**src/hw/tlu_pkg.sv**
```systemverilog
// shared TLU controller types: state and mode enums, widths, fixed timing constants

package tlu_pkg;

    // controller states
    typedef enum logic [2:0] {
        idle              = 3'd0,
        wait_trigger_low  = 3'd1,
        send_tlu_clock    = 3'd2,
        wait_before_latch = 3'd3,
        latch_data        = 3'd4,
        wait_ack          = 3'd5
    } tlu_state_e;

    // trigger source and handshake selection
    typedef enum logic [1:0] {
        ext_flag_0         = 2'd0,
        ext_flag_1         = 2'd1,
        tlu_no_handshake   = 2'd2,  // trigger line, wait for low
        tlu_data_handshake = 2'd3   // trigger line plus serial number readback
    } tlu_mode_e;

    // record word and trigger counter
    localparam int DATA_W = 32;

    // clock cycles sent to the TLU when the configured count is zero
    localparam int TRIG_NUM_BITS = 32;

    // short scintillator pulses can glitch the TLU line
    localparam int GLITCH_WAIT_CYCLES = 5;

    // two-stage sync plus one, minimum before the latch
    localparam int SYNC_LATCH_CYCLES = 3;

    // configuration field widths
    localparam int CYCLES_W  = 5;  // tlu_trigger_clock_cycles
    localparam int DELAY_W   = 4;  // tlu_trigger_data_delay
    localparam int TIMEOUT_W = 8;  // tlu_trigger_low_time_out

endpackage

```
**src/hw/tlu_sequencer.sv**
```systemverilog
// trigger FSM with registered busy, clock enable, accepted and record write strobes

module tlu_sequencer
    import tlu_pkg::*;
#(
    parameter int DIVISOR = 8
) (
    input  logic                TRIGGER_CLK,
    input  logic                RESET,
    input  logic                trigger,
    input  logic                trigger_flag,
    input  logic                trigger_enable,
    input  logic                trigger_acknowledge,
    input  tlu_mode_e           tlu_mode,
    input  logic [CYCLES_W-1:0] tlu_trigger_clock_cycles,
    input  logic [DELAY_W-1:0]  tlu_trigger_data_delay,
    input  int unsigned         phase_count,
    input  logic                low_timeout_error,
    output tlu_state_e          state,
    output logic                trigger_accepted,
    output logic                record_write,
    output logic                tlu_busy,
    output logic                tlu_clock_enable
);

    tlu_state_e  next_state;
    logic        ack_seen;      // acknowledge remembered since leaving idle
    logic        line_mode;     // modes that watch the TLU trigger line
    logic        take_trigger;
    logic        line_released;
    int unsigned clock_target;
    int unsigned latch_target;

    assign line_mode = (tlu_mode == tlu_no_handshake) || (tlu_mode == tlu_data_handshake);

    assign take_trigger = !trigger_acknowledge && trigger_enable &&
                          (trigger_flag || (trigger && line_mode));

    // low line or timed out, and past the glitch window
    assign line_released = (!trigger || low_timeout_error) &&
                           (phase_count >= GLITCH_WAIT_CYCLES);

    // zero clock cycles means the full 32
    assign clock_target = ((tlu_trigger_clock_cycles == '0) ? TRIG_NUM_BITS :
                           int'(tlu_trigger_clock_cycles)) * DIVISOR;

    assign latch_target = int'(tlu_trigger_data_delay) + SYNC_LATCH_CYCLES;

    always_comb
    begin
        next_state = state;
        case (state)
            idle:
            begin
                if (take_trigger)
                    next_state = wait_trigger_low;
            end
            wait_trigger_low:
            begin
                case (tlu_mode)
                    ext_flag_0, ext_flag_1: next_state = latch_data;  // no line to wait for
                    tlu_no_handshake:
                    begin
                        if (line_released)
                            next_state = latch_data;
                    end
                    default:
                    begin
                        if (line_released)
                            next_state = send_tlu_clock;
                    end
                endcase
            end
            send_tlu_clock:
            begin
                // phase_count starts at 0, so this is the last clocked cycle
                if (phase_count >= clock_target - 1)
                    next_state = wait_before_latch;
            end
            wait_before_latch:
            begin
                if (phase_count >= latch_target - 1)
                    next_state = latch_data;
            end
            latch_data:
                next_state = wait_ack;
            wait_ack:
            begin
                if (trigger_acknowledge || ack_seen)
                    next_state = idle;
            end
            default:
                next_state = idle;
        endcase
    end

    always_ff @(posedge TRIGGER_CLK)
    begin
        if (RESET)
            state <= idle;
        else
            state <= next_state;
    end

    // ack may come early, keep it until the machine is back in idle
    always_ff @(posedge TRIGGER_CLK)
    begin
        if (RESET || state == idle)
            ack_seen <= 1'b0;
        else if (trigger_acknowledge)
            ack_seen <= 1'b1;
    end

    // outputs lag the state register by one cycle
    always_ff @(posedge TRIGGER_CLK)
    begin
        if (RESET)
        begin
            trigger_accepted <= 1'b0;
            record_write     <= 1'b0;
            tlu_busy         <= 1'b0;
            tlu_clock_enable <= 1'b0;
        end
        else
        begin
            // first cycle out of idle
            trigger_accepted <= (state == wait_trigger_low) && (phase_count == 0);
            record_write     <= (state == latch_data);
            tlu_clock_enable <= (state == send_tlu_clock);
            // drop busy as soon as the ack is seen in wait_ack
            tlu_busy         <= (state != idle) &&
                                !((state == wait_ack) && (trigger_acknowledge || ack_seen));
        end
    end

endmodule

```
**src/hw/tlu_phase_timer.sv**
```systemverilog
// shared phase counter restarting on each state change, sticky low-timeout error flag

module tlu_phase_timer
    import tlu_pkg::*;
#(
    parameter int DIVISOR = 8
) (
    input  logic                 TRIGGER_CLK,
    input  logic                 RESET,
    input  tlu_state_e           state,
    input  logic [TIMEOUT_W-1:0] tlu_trigger_low_time_out,
    output int unsigned          phase_count,
    output logic                 low_timeout_error
);

    // longest phase is the clock burst or the full timeout range
    localparam int unsigned PHASE_MAX = TRIG_NUM_BITS * DIVISOR + 2 ** TIMEOUT_W;

    tlu_state_e  last_state;
    int unsigned count_q;
    logic        timeout_hit;

    // zero in the first cycle of every state
    assign phase_count = (state != last_state) ? 0 : count_q;

    always_ff @(posedge TRIGGER_CLK)
    begin
        if (RESET)
        begin
            last_state <= idle;
            count_q    <= 0;
        end
        else
        begin
            last_state <= state;
            if (phase_count < PHASE_MAX)
                count_q <= phase_count + 1;
            else
                count_q <= phase_count;  // hold, a long idle must not wrap
        end
    end

    // a zero timeout field disables the check
    assign timeout_hit = (state == wait_trigger_low) &&
                         (tlu_trigger_low_time_out != '0) &&
                         (phase_count >= tlu_trigger_low_time_out);

    always_ff @(posedge TRIGGER_CLK)
    begin
        if (RESET || state == idle)
            low_timeout_error <= 1'b0;
        else if (timeout_hit)
            low_timeout_error <= 1'b1;
    end

endmodule

```
**src/hw/tlu_number_deserializer.sv**
```systemverilog
// trigger line history shift register and TLU trigger number extraction at latch

module tlu_number_deserializer
    import tlu_pkg::*;
#(
    parameter int DIVISOR = 8
) (
    input  logic                TRIGGER_CLK,
    input  logic                RESET,
    input  logic                trigger,
    input  logic                record_write,
    input  logic [CYCLES_W-1:0] tlu_trigger_clock_cycles,
    input  logic                tlu_trigger_data_msb_first,
    output logic [DATA_W-1:0]   trigger_number
);

    // room for the longest burst, one sample per TRIGGER_CLK
    localparam int HIST_W = TRIG_NUM_BITS * DIVISOR;

    logic [HIST_W-1:0] line_history;  // bit 0 is the newest sample
    logic [DATA_W-1:0] number_next;
    int                num_periods;

    always_ff @(posedge TRIGGER_CLK)
    begin
        line_history <= {line_history[HIST_W-2:0], trigger};
    end

    assign num_periods = (tlu_trigger_clock_cycles == '0) ? TRIG_NUM_BITS :
                         int'(tlu_trigger_clock_cycles);

    // period p counted back from the latch sits at line_history[p*DIVISOR +: DIVISOR],
    // its last sample at p*DIVISOR; the oldest period is the start bit
    always_comb
    begin
        number_next = '0;
        for (int n = 0; n < DATA_W; n++)
        begin
            if (n < num_periods - 1)
            begin
                if (tlu_trigger_data_msb_first)
                    number_next[n] = line_history[n * DIVISOR];  // lsb arrived last
                else
                    number_next[n] = line_history[(num_periods - 2 - n) * DIVISOR];
            end
        end
    end

    always_ff @(posedge TRIGGER_CLK)
    begin
        if (RESET)
            trigger_number <= '0;
        else if (record_write)
            trigger_number <= number_next;
    end

endmodule

```
**src/hw/trigger_record.sv**
```systemverilog
// timestamp, presettable trigger counter, latched record fields and output word select

module trigger_record
    import tlu_pkg::*;
(
    input  logic              TRIGGER_CLK,
    input  logic              RESET,
    input  logic              tlu_reset_flag,
    input  logic              trigger_accepted,
    input  logic              trigger_counter_set,
    input  logic [DATA_W-1:0] trigger_counter_set_value,
    input  logic [DATA_W-1:0] trigger_number,
    input  logic              record_write,
    input  logic              write_timestamp,
    input  tlu_mode_e         tlu_mode,
    output logic [DATA_W-1:0] timestamp,
    output logic [DATA_W-1:0] trigger_data
);

    logic [DATA_W-1:0] trigger_count;
    logic [DATA_W-1:0] timestamp_field;
    logic [DATA_W-1:0] count_field;
    logic [DATA_W-1:0] record_word;
    logic              sel_timestamp;
    logic              sel_number;

    // free running, cleared only by the TLU reset
    always_ff @(posedge TRIGGER_CLK)
    begin
        if (tlu_reset_flag)
            timestamp <= '0;
        else
            timestamp <= timestamp + 1'b1;
    end

    always_ff @(posedge TRIGGER_CLK)
    begin
        if (RESET)
            trigger_count <= '0;
        else if (trigger_counter_set)
            trigger_count <= trigger_counter_set_value;  // preset wins
        else if (trigger_accepted)
            trigger_count <= trigger_count + 1'b1;
    end

    // snapshot closest to the trigger
    always_ff @(posedge TRIGGER_CLK)
    begin
        if (RESET)
        begin
            timestamp_field <= '0;
            count_field     <= '0;
        end
        else if (trigger_accepted)
        begin
            timestamp_field <= timestamp;
            count_field     <= trigger_count;
        end
    end

    // word source fixed when the record is written
    always_ff @(posedge TRIGGER_CLK)
    begin
        if (RESET)
        begin
            sel_timestamp <= 1'b0;
            sel_number    <= 1'b0;
        end
        else if (record_write)
        begin
            sel_timestamp <= write_timestamp;
            sel_number    <= (tlu_mode == tlu_data_handshake);
        end
    end

    always_comb
    begin
        if (sel_timestamp)
            record_word = timestamp_field;
        else if (sel_number)
            record_word = trigger_number;
        else
            record_word = count_field;
    end

    assign trigger_data = {1'b1, record_word[DATA_W-2:0]};  // bit 31 marks a trigger word

endmodule

```
**src/hw/tlu_controller.sv**
```systemverilog
// TLU controller top: sequencer, phase timer, number deserializer and record block

module tlu_controller
    import tlu_pkg::*;
#(
    parameter int DIVISOR = 8  // TRIGGER_CLK cycles per TLU clock period
) (
    input  logic                 TRIGGER_CLK,
    input  logic                 RESET,
    input  logic                 trigger,
    input  logic                 trigger_flag,
    input  logic                 trigger_enable,
    input  logic                 trigger_acknowledge,
    input  tlu_mode_e            tlu_mode,
    input  logic [TIMEOUT_W-1:0] tlu_trigger_low_time_out,
    input  logic [CYCLES_W-1:0]  tlu_trigger_clock_cycles,
    input  logic [DELAY_W-1:0]   tlu_trigger_data_delay,
    input  logic                 tlu_trigger_data_msb_first,
    input  logic                 tlu_reset_flag,
    input  logic                 write_timestamp,
    input  logic                 trigger_counter_set,
    input  logic [DATA_W-1:0]    trigger_counter_set_value,
    output logic                 trigger_data_write,
    output logic [DATA_W-1:0]    trigger_data,
    output logic                 trigger_accepted_flag,
    output logic                 tlu_busy,
    output logic                 tlu_clock_enable,
    output logic                 tlu_trigger_low_timeout_error,
    output logic [DATA_W-1:0]    timestamp
);

    tlu_state_e        state;
    int unsigned       phase_count;
    logic [DATA_W-1:0] trigger_number;

    tlu_sequencer #(
        .DIVISOR (DIVISOR)
    ) sequencer0 (
        .TRIGGER_CLK              (TRIGGER_CLK),
        .RESET                    (RESET),
        .trigger                  (trigger),
        .trigger_flag             (trigger_flag),
        .trigger_enable           (trigger_enable),
        .trigger_acknowledge      (trigger_acknowledge),
        .tlu_mode                 (tlu_mode),
        .tlu_trigger_clock_cycles (tlu_trigger_clock_cycles),
        .tlu_trigger_data_delay   (tlu_trigger_data_delay),
        .phase_count              (phase_count),
        .low_timeout_error        (tlu_trigger_low_timeout_error),
        .state                    (state),
        .trigger_accepted         (trigger_accepted_flag),
        .record_write             (trigger_data_write),
        .tlu_busy                 (tlu_busy),
        .tlu_clock_enable         (tlu_clock_enable)
    );

    tlu_phase_timer #(
        .DIVISOR (DIVISOR)
    ) phase_timer0 (
        .TRIGGER_CLK              (TRIGGER_CLK),
        .RESET                    (RESET),
        .state                    (state),
        .tlu_trigger_low_time_out (tlu_trigger_low_time_out),
        .phase_count              (phase_count),
        .low_timeout_error        (tlu_trigger_low_timeout_error)
    );

    // serial trigger number comes back on the trigger line
    tlu_number_deserializer #(
        .DIVISOR (DIVISOR)
    ) deserializer0 (
        .TRIGGER_CLK                (TRIGGER_CLK),
        .RESET                      (RESET),
        .trigger                    (trigger),
        .record_write               (trigger_data_write),
        .tlu_trigger_clock_cycles   (tlu_trigger_clock_cycles),
        .tlu_trigger_data_msb_first (tlu_trigger_data_msb_first),
        .trigger_number             (trigger_number)
    );

    trigger_record record0 (
        .TRIGGER_CLK               (TRIGGER_CLK),
        .RESET                     (RESET),
        .tlu_reset_flag            (tlu_reset_flag),
        .trigger_accepted          (trigger_accepted_flag),
        .trigger_counter_set       (trigger_counter_set),
        .trigger_counter_set_value (trigger_counter_set_value),
        .trigger_number            (trigger_number),
        .record_write              (trigger_data_write),
        .write_timestamp           (write_timestamp),
        .tlu_mode                  (tlu_mode),
        .timestamp                 (timestamp),
        .trigger_data              (trigger_data)
    );

endmodule

```
**config.mk**
```make
export PLATFORM = sky130hd
export DESIGN_NAME = tlu_controller
export DESIGN_NICKNAME = d
export VERILOG_FILES = /design/src/hw/tlu_pkg.sv /design/src/hw/tlu_sequencer.sv /design/src/hw/tlu_phase_timer.sv /design/src/hw/tlu_number_deserializer.sv /design/src/hw/trigger_record.sv /design/src/hw/tlu_controller.sv
export SDC_FILE = /design/constraint.sdc
export NUM_CORES = 1
export LEC_CHECK = 0
export ABC_AREA = 1
export BUFFER_PORTS_ARGS = -buffer_cell sky130_fd_sc_hd__buf_2
export CAP_MARGIN = 10
export CORE_MARGIN = 3
export CORE_UTILIZATION = 60
export CTS_CLUSTER_SIZE = 20
export DETAILED_ROUTE_END_ITERATION = 12
export GPL_TIMING_DRIVEN = 0
export PLACE_DENSITY = 0.84
export SLEW_MARGIN = 10
export SYNTH_ARGS = -nofsm -noshare
export SYNTH_HDL_FRONTEND = slang
export SYNTH_HIERARCHICAL = 1
export SYNTH_SLANG_ARGS = --single-unit
export TNS_END_PERCENT = 5
```
**constraint.sdc**
```tcl
create_clock -name TRIGGER_CLK -period 4.08 [get_ports TRIGGER_CLK]
set_input_delay 1.224 -clock TRIGGER_CLK [delete_from_list [all_inputs] [get_ports TRIGGER_CLK]]
set_output_delay 1.224 -clock TRIGGER_CLK [all_outputs]
set_load 0.01 [all_outputs]
```
==> report_table.html <==
<table>
<tr><th>Metric</th><th>Value</th></tr>
<tr><th colspan="2">Route</th></tr>
<tr><td>Wirelength per Cell</td><td>19.1 um</td></tr>
<tr><td>Via count of the routed design</td><td>18700</td></tr>
<tr><td>Drt via density</td><td>5.85</td></tr>
<tr><td>Detailed-route wire length</td><td>61100 um</td></tr>
<tr><td>Violation count after the first detailed-routing iteration</td><td>1826</td></tr>
<tr><td>DRC viols</td><td>0</td></tr>
<tr><td>Number of optimization iterations in the first detailed-route pass</td><td>8</td></tr>
<tr><td>Remaining number of nets flagged by the antenna check after routing</td><td>0</td></tr>
<tr><th colspan="2">STA</th></tr>
<tr><td>Worst path setup slack after routing</td><td>232 ps</td></tr>
<tr><td>Final Hold Vio Count</td><td>0</td></tr>
<tr><td>Worst slew margin relative to its limit</td><td>51.5%</td></tr>
<tr><td>Clock tree skew after final layout</td><td>14.9 ps</td></tr>
<tr><td>Final Max Slew Viols</td><td>0</td></tr>
<tr><td>RSZ-0062 raised after global routing</td><td>no</td></tr>
<tr><td>Final worst-path cycle share</td><td>94.3%</td></tr>
<tr><td>Actual transition at the worst max-transition pin</td><td>726 ps</td></tr>
<tr><td>Aggregate negative setup slack</td><td>0 ps</td></tr>
<tr><td>Clock period minus worst slack</td><td>3850 ps</td></tr>
<tr><td>Finish-stage setup viols</td><td>0</td></tr>
<tr><td>Max Clk Rate</td><td>260 MHz</td></tr>
<tr><th colspan="2">Power</th></tr>
<tr><td>VDD IR-drop max</td><td>0.000511 V</td></tr>
<tr><td>Register share of total power</td><td>41.7%</td></tr>
<tr><td>Internal power</td><td>8.19 mW</td></tr>
<tr><td>Switching power summed over all nets</td><td>3.57 mW</td></tr>
<tr><td>Switching Fraction</td><td>30.4%</td></tr>
<tr><td>Comb power frac</td><td>20.4%</td></tr>
<tr><td>P per Cell Area</td><td>531 nW/um^2</td></tr>
<tr><td>Clock group share of total power</td><td>37.9%</td></tr>
<tr><td>Total leakage power</td><td>9.60 nW</td></tr>
<tr><th colspan="2">Layout</th></tr>
<tr><td>Area of the multi-input gates</td><td>9000 um^2</td></tr>
<tr><td>Share of layout cells above drive strength 1</td><td>11.9%</td></tr>
<tr><td>Combined flip-flop and latch cell area</td><td>9030 um^2</td></tr>
<tr><td>Most frequent cells in the layout</td><td>541 x nand2_1, 451 x dfxtp_1, 381 x nand3_1, 285 x nor2_1</td></tr>
<tr><td>Commonest non-fill, non-tap cell in the layout</td><td>nand2_1</td></tr>
<tr><td>Signed area change from the synthesized netlist to the final layout</td><td>14.4%</td></tr>
<tr><td>Number of filler cells placed in the layout</td><td>2547</td></tr>
<tr><td>Final layout net count</td><td>2879</td></tr>
<tr><th colspan="2">Clock network</th></tr>
<tr><td>CTS Root Cell</td><td>clkbuf_16</td></tr>
<tr><td>Largest buffer count on any clock path</td><td>3</td></tr>
<tr><td>Clock input transition at the sequential cells of the worst setup and hold paths</td><td>70 ps</td></tr>
<tr><td>Depth of the CTS H-tree</td><td>2</td></tr>
<tr><td>TritonCTS clock tree</td><td>done</td></tr>
<tr><td>Clock buffers created by TritonCTS</td><td>44</td></tr>
<tr><td>Clock sink count</td><td>451</td></tr>
<tr><td>Post-CTS Setup Bufs</td><td>0</td></tr>
<tr><td>Clock insertion delay at the later pin of the skew report</td><td>550 ps</td></tr>
<tr><th colspan="2">Worst setup path</th></tr>
<tr><td>Arrival time worst endpoint</td><td>4330 ps</td></tr>
<tr><td>WP buf/inv</td><td>8</td></tr>
<tr><td>Critical path cell sequence</td><td>buf_2 -&gt; buf_2 -&gt; clkbuf_4 -&gt; inv_1 -&gt; ha_4 -&gt; clkbuf_4 -&gt; clkinv_2 -&gt; ha_1 -&gt; a21oi_1 -&gt; inv_1 -&gt; nand2_1 -&gt; nand2_1 -&gt; inv_1 -&gt; nand3_1 -&gt; nand3_1 -&gt; nand3_1 -&gt; a21oi_1</td></tr>
<tr><td>Critical path capture point type</td><td>flop</td></tr>
<tr><td>WP data required</td><td>4560 ps</td></tr>
<tr><td>Kind of critical path</td><td>in -&gt; reg</td></tr>
<tr><td>Worst r2r src</td><td>sequencer0/state[0]</td></tr>
<tr><td>Crit path launch</td><td>tlu_trigger_clock_cycles[1]</td></tr>
<tr><td>Family of cells with the greatest summed delay on the critical path</td><td>buffers and inverters</td></tr>
<tr><td>Top fanout value on the critical path</td><td>11</td></tr>
<tr><td>Cell with the biggest individual delay on the critical path</td><td>ha_4</td></tr>
<tr><td>Startpoint type of the worst setup path</td><td>primary input</td></tr>
<tr><td>CP peak stage delay</td><td>370 ps</td></tr>
<tr><th colspan="2">Synthesis</th></tr>
<tr><td>Synthesized cell area</td><td>19400 um^2</td></tr>
<tr><td>Average size of a mapped cell</td><td>7.50 um^2</td></tr>
<tr><td>Synthesized net count</td><td>2706</td></tr>
<tr><td>Count of mapped cells out of synthesis</td><td>2582</td></tr>
<tr><td>Warnings from Yosys</td><td>6</td></tr>
<tr><th colspan="2">Global route</th></tr>
<tr><td>Total gr overflow</td><td>0</td></tr>
<tr><td>Total routing usage reported by global routing</td><td>34.5%</td></tr>
<tr><td>Number of global-route vias before repair</td><td>17900</td></tr>
<tr><td>Pin count of the biggest net entering global routing</td><td>24</td></tr>
<tr><td>Number of antenna violations at the first check in global routing</td><td>0</td></tr>
<tr><td>Wire length of the first global-routing pass</td><td>93400 um</td></tr>
<tr><th colspan="2">Floorplan</th></tr>
<tr><td>Number of placement rows</td><td>65</td></tr>
<tr><td>Starting density of the core</td><td>61.0%</td></tr>
<tr><td>Vert. Die Dim</td><td>186 um</td></tr>
<tr><td>Floorplan Core Area</td><td>31700 um^2</td></tr>
<tr><td>Die outline area</td><td>34500 um^2</td></tr>
<tr><td>Number of placed I/O pins</td><td>130</td></tr>
<tr><td>Width of the chip</td><td>186 um</td></tr>
<tr><th colspan="2">Placement</th></tr>
<tr><td>DPL Wire Length</td><td>45300 um</td></tr>
<tr><td># port buffers</td><td>126</td></tr>
<tr><td>Pre-CTS setup slack</td><td>-703 ps</td></tr>
<tr><td>RePlAce Congestion</td><td>1.02</td></tr>
<tr><th colspan="2">Flow run</th></tr>
<tr><td>Count of maximum capacitance violations</td><td>0</td></tr>
<tr><th colspan="2">Hold path</th></tr>
<tr><td>Class of the worst hold path</td><td>reg -&gt; reg</td></tr>
<tr><td>Worst hold start</td><td>deserializer0/line_history[193]</td></tr>
<tr><th colspan="2">Status</th></tr>
<tr><td>Status</td><td>complete, no violations</td></tr>
</table>
==> worst reg2reg max path, cell delays in order, from the launching register on <==
cell      delay (ps)
dfxtp_1          550
nand2_1          160
nand2_4          110
nor2_8            70
nand2_8          150
buf_1            410
clkbuf_1         420
nor2_1           190
ha_1             340
nand2_1           80
nor2_1           210
nand3_1          120
o21ai_1          190
nor2_1            60
nand2_1          200
clkinv_1         130
nor2_2           150
nor2_1            50
nor2_1           110
==> registers in the layout (all words and copies together), names as in the netlist <==
signal / cells
sequencer0/trigger_accepted: 1
record0/timestamp: 32
deserializer0/line_history: 249
phase_timer0/last_state: 3
phase_timer0/count_q: 32
sequencer0/tlu_busy: 1
record0/sel_timestamp: 1
phase_timer0/low_timeout_error: 1
record0/trigger_count: 31
sequencer0/tlu_clock_enable: 1
record0/sel_number: 1
sequencer0/ack_seen: 1
sequencer0/state: 3
sequencer0/record_write: 1
deserializer0/trigger_number: 31
record0/timestamp_field: 31
record0/count_field: 31
==> final timing paths <==
path	endpoint	slack, ps	depth (start not counted)
setup reg to reg	sequencer0/state[0]	300	18
hold reg to reg	deserializer0/line_history[194]	320	0
setup / recovery	deserializer0/trigger_number[26]	230	17
hold / removal	deserializer0/line_history[194]	320	0
==> through the flow <==
stage	std cells	instance area (um^2)	hold WS, ps	util (%)	power [mW]
after global placement	3110	20500	310	64.6	7.24
final	3192	22100	320	69.8	11.8
after CTS	3190	22100	322	69.7	11.7
after floorplan	2582	19400	310	-	6.54
after global routing	3191	22100	327	69.8	12.3
after detailed placement	3110	20500	312	64.6	7.30
==> per-layer routing <==
| metal | vias to the layer above | track usage, % | share of wire, % |
|---|---|---|---|
| met5 | - | 0 | 0 |
| met3 | 195 | 6.86 | 9.2 |
| li1 | 8821 | - | - |
| met2 | 971 | 55.8 | 45 |
| met4 | 0 | 16.8 | 5.2 |
| met1 | 8684 | 44.4 | 41 |
==> area by class of cell <==
class	count	share of cell area, %
buffer	97	2.02
clock buffer	58	5.71
sequential	451	40.8
inverter	240	4.11
timing repair buffer	126	2.85
tap	402	2.27
clock inverter	22	1.60
multi-input combinational	1795	40.6
antenna	1	0.0113
==> repair_timing <==
action | CTS | global route
endpoints found under the setup margin | 6 | 15
pin swaps | 1 | 0
gates cloned | 0 | 1
hold buffers | 0 | 0
resized for setup | 1 | 4
==> power groups by stage <==
stage,clock [mW],combinational [mW],sequential (mW)
floorplan,0,1.64,4.90
global placement,0,2.26,4.98
detailed placement,0,2.32,4.98
CTS,4.50,2.34,4.89
global route,4.69,2.63,4.93
finish,4.45,2.40,4.91
Note: power is estimated with default switching activity, not from simulation.
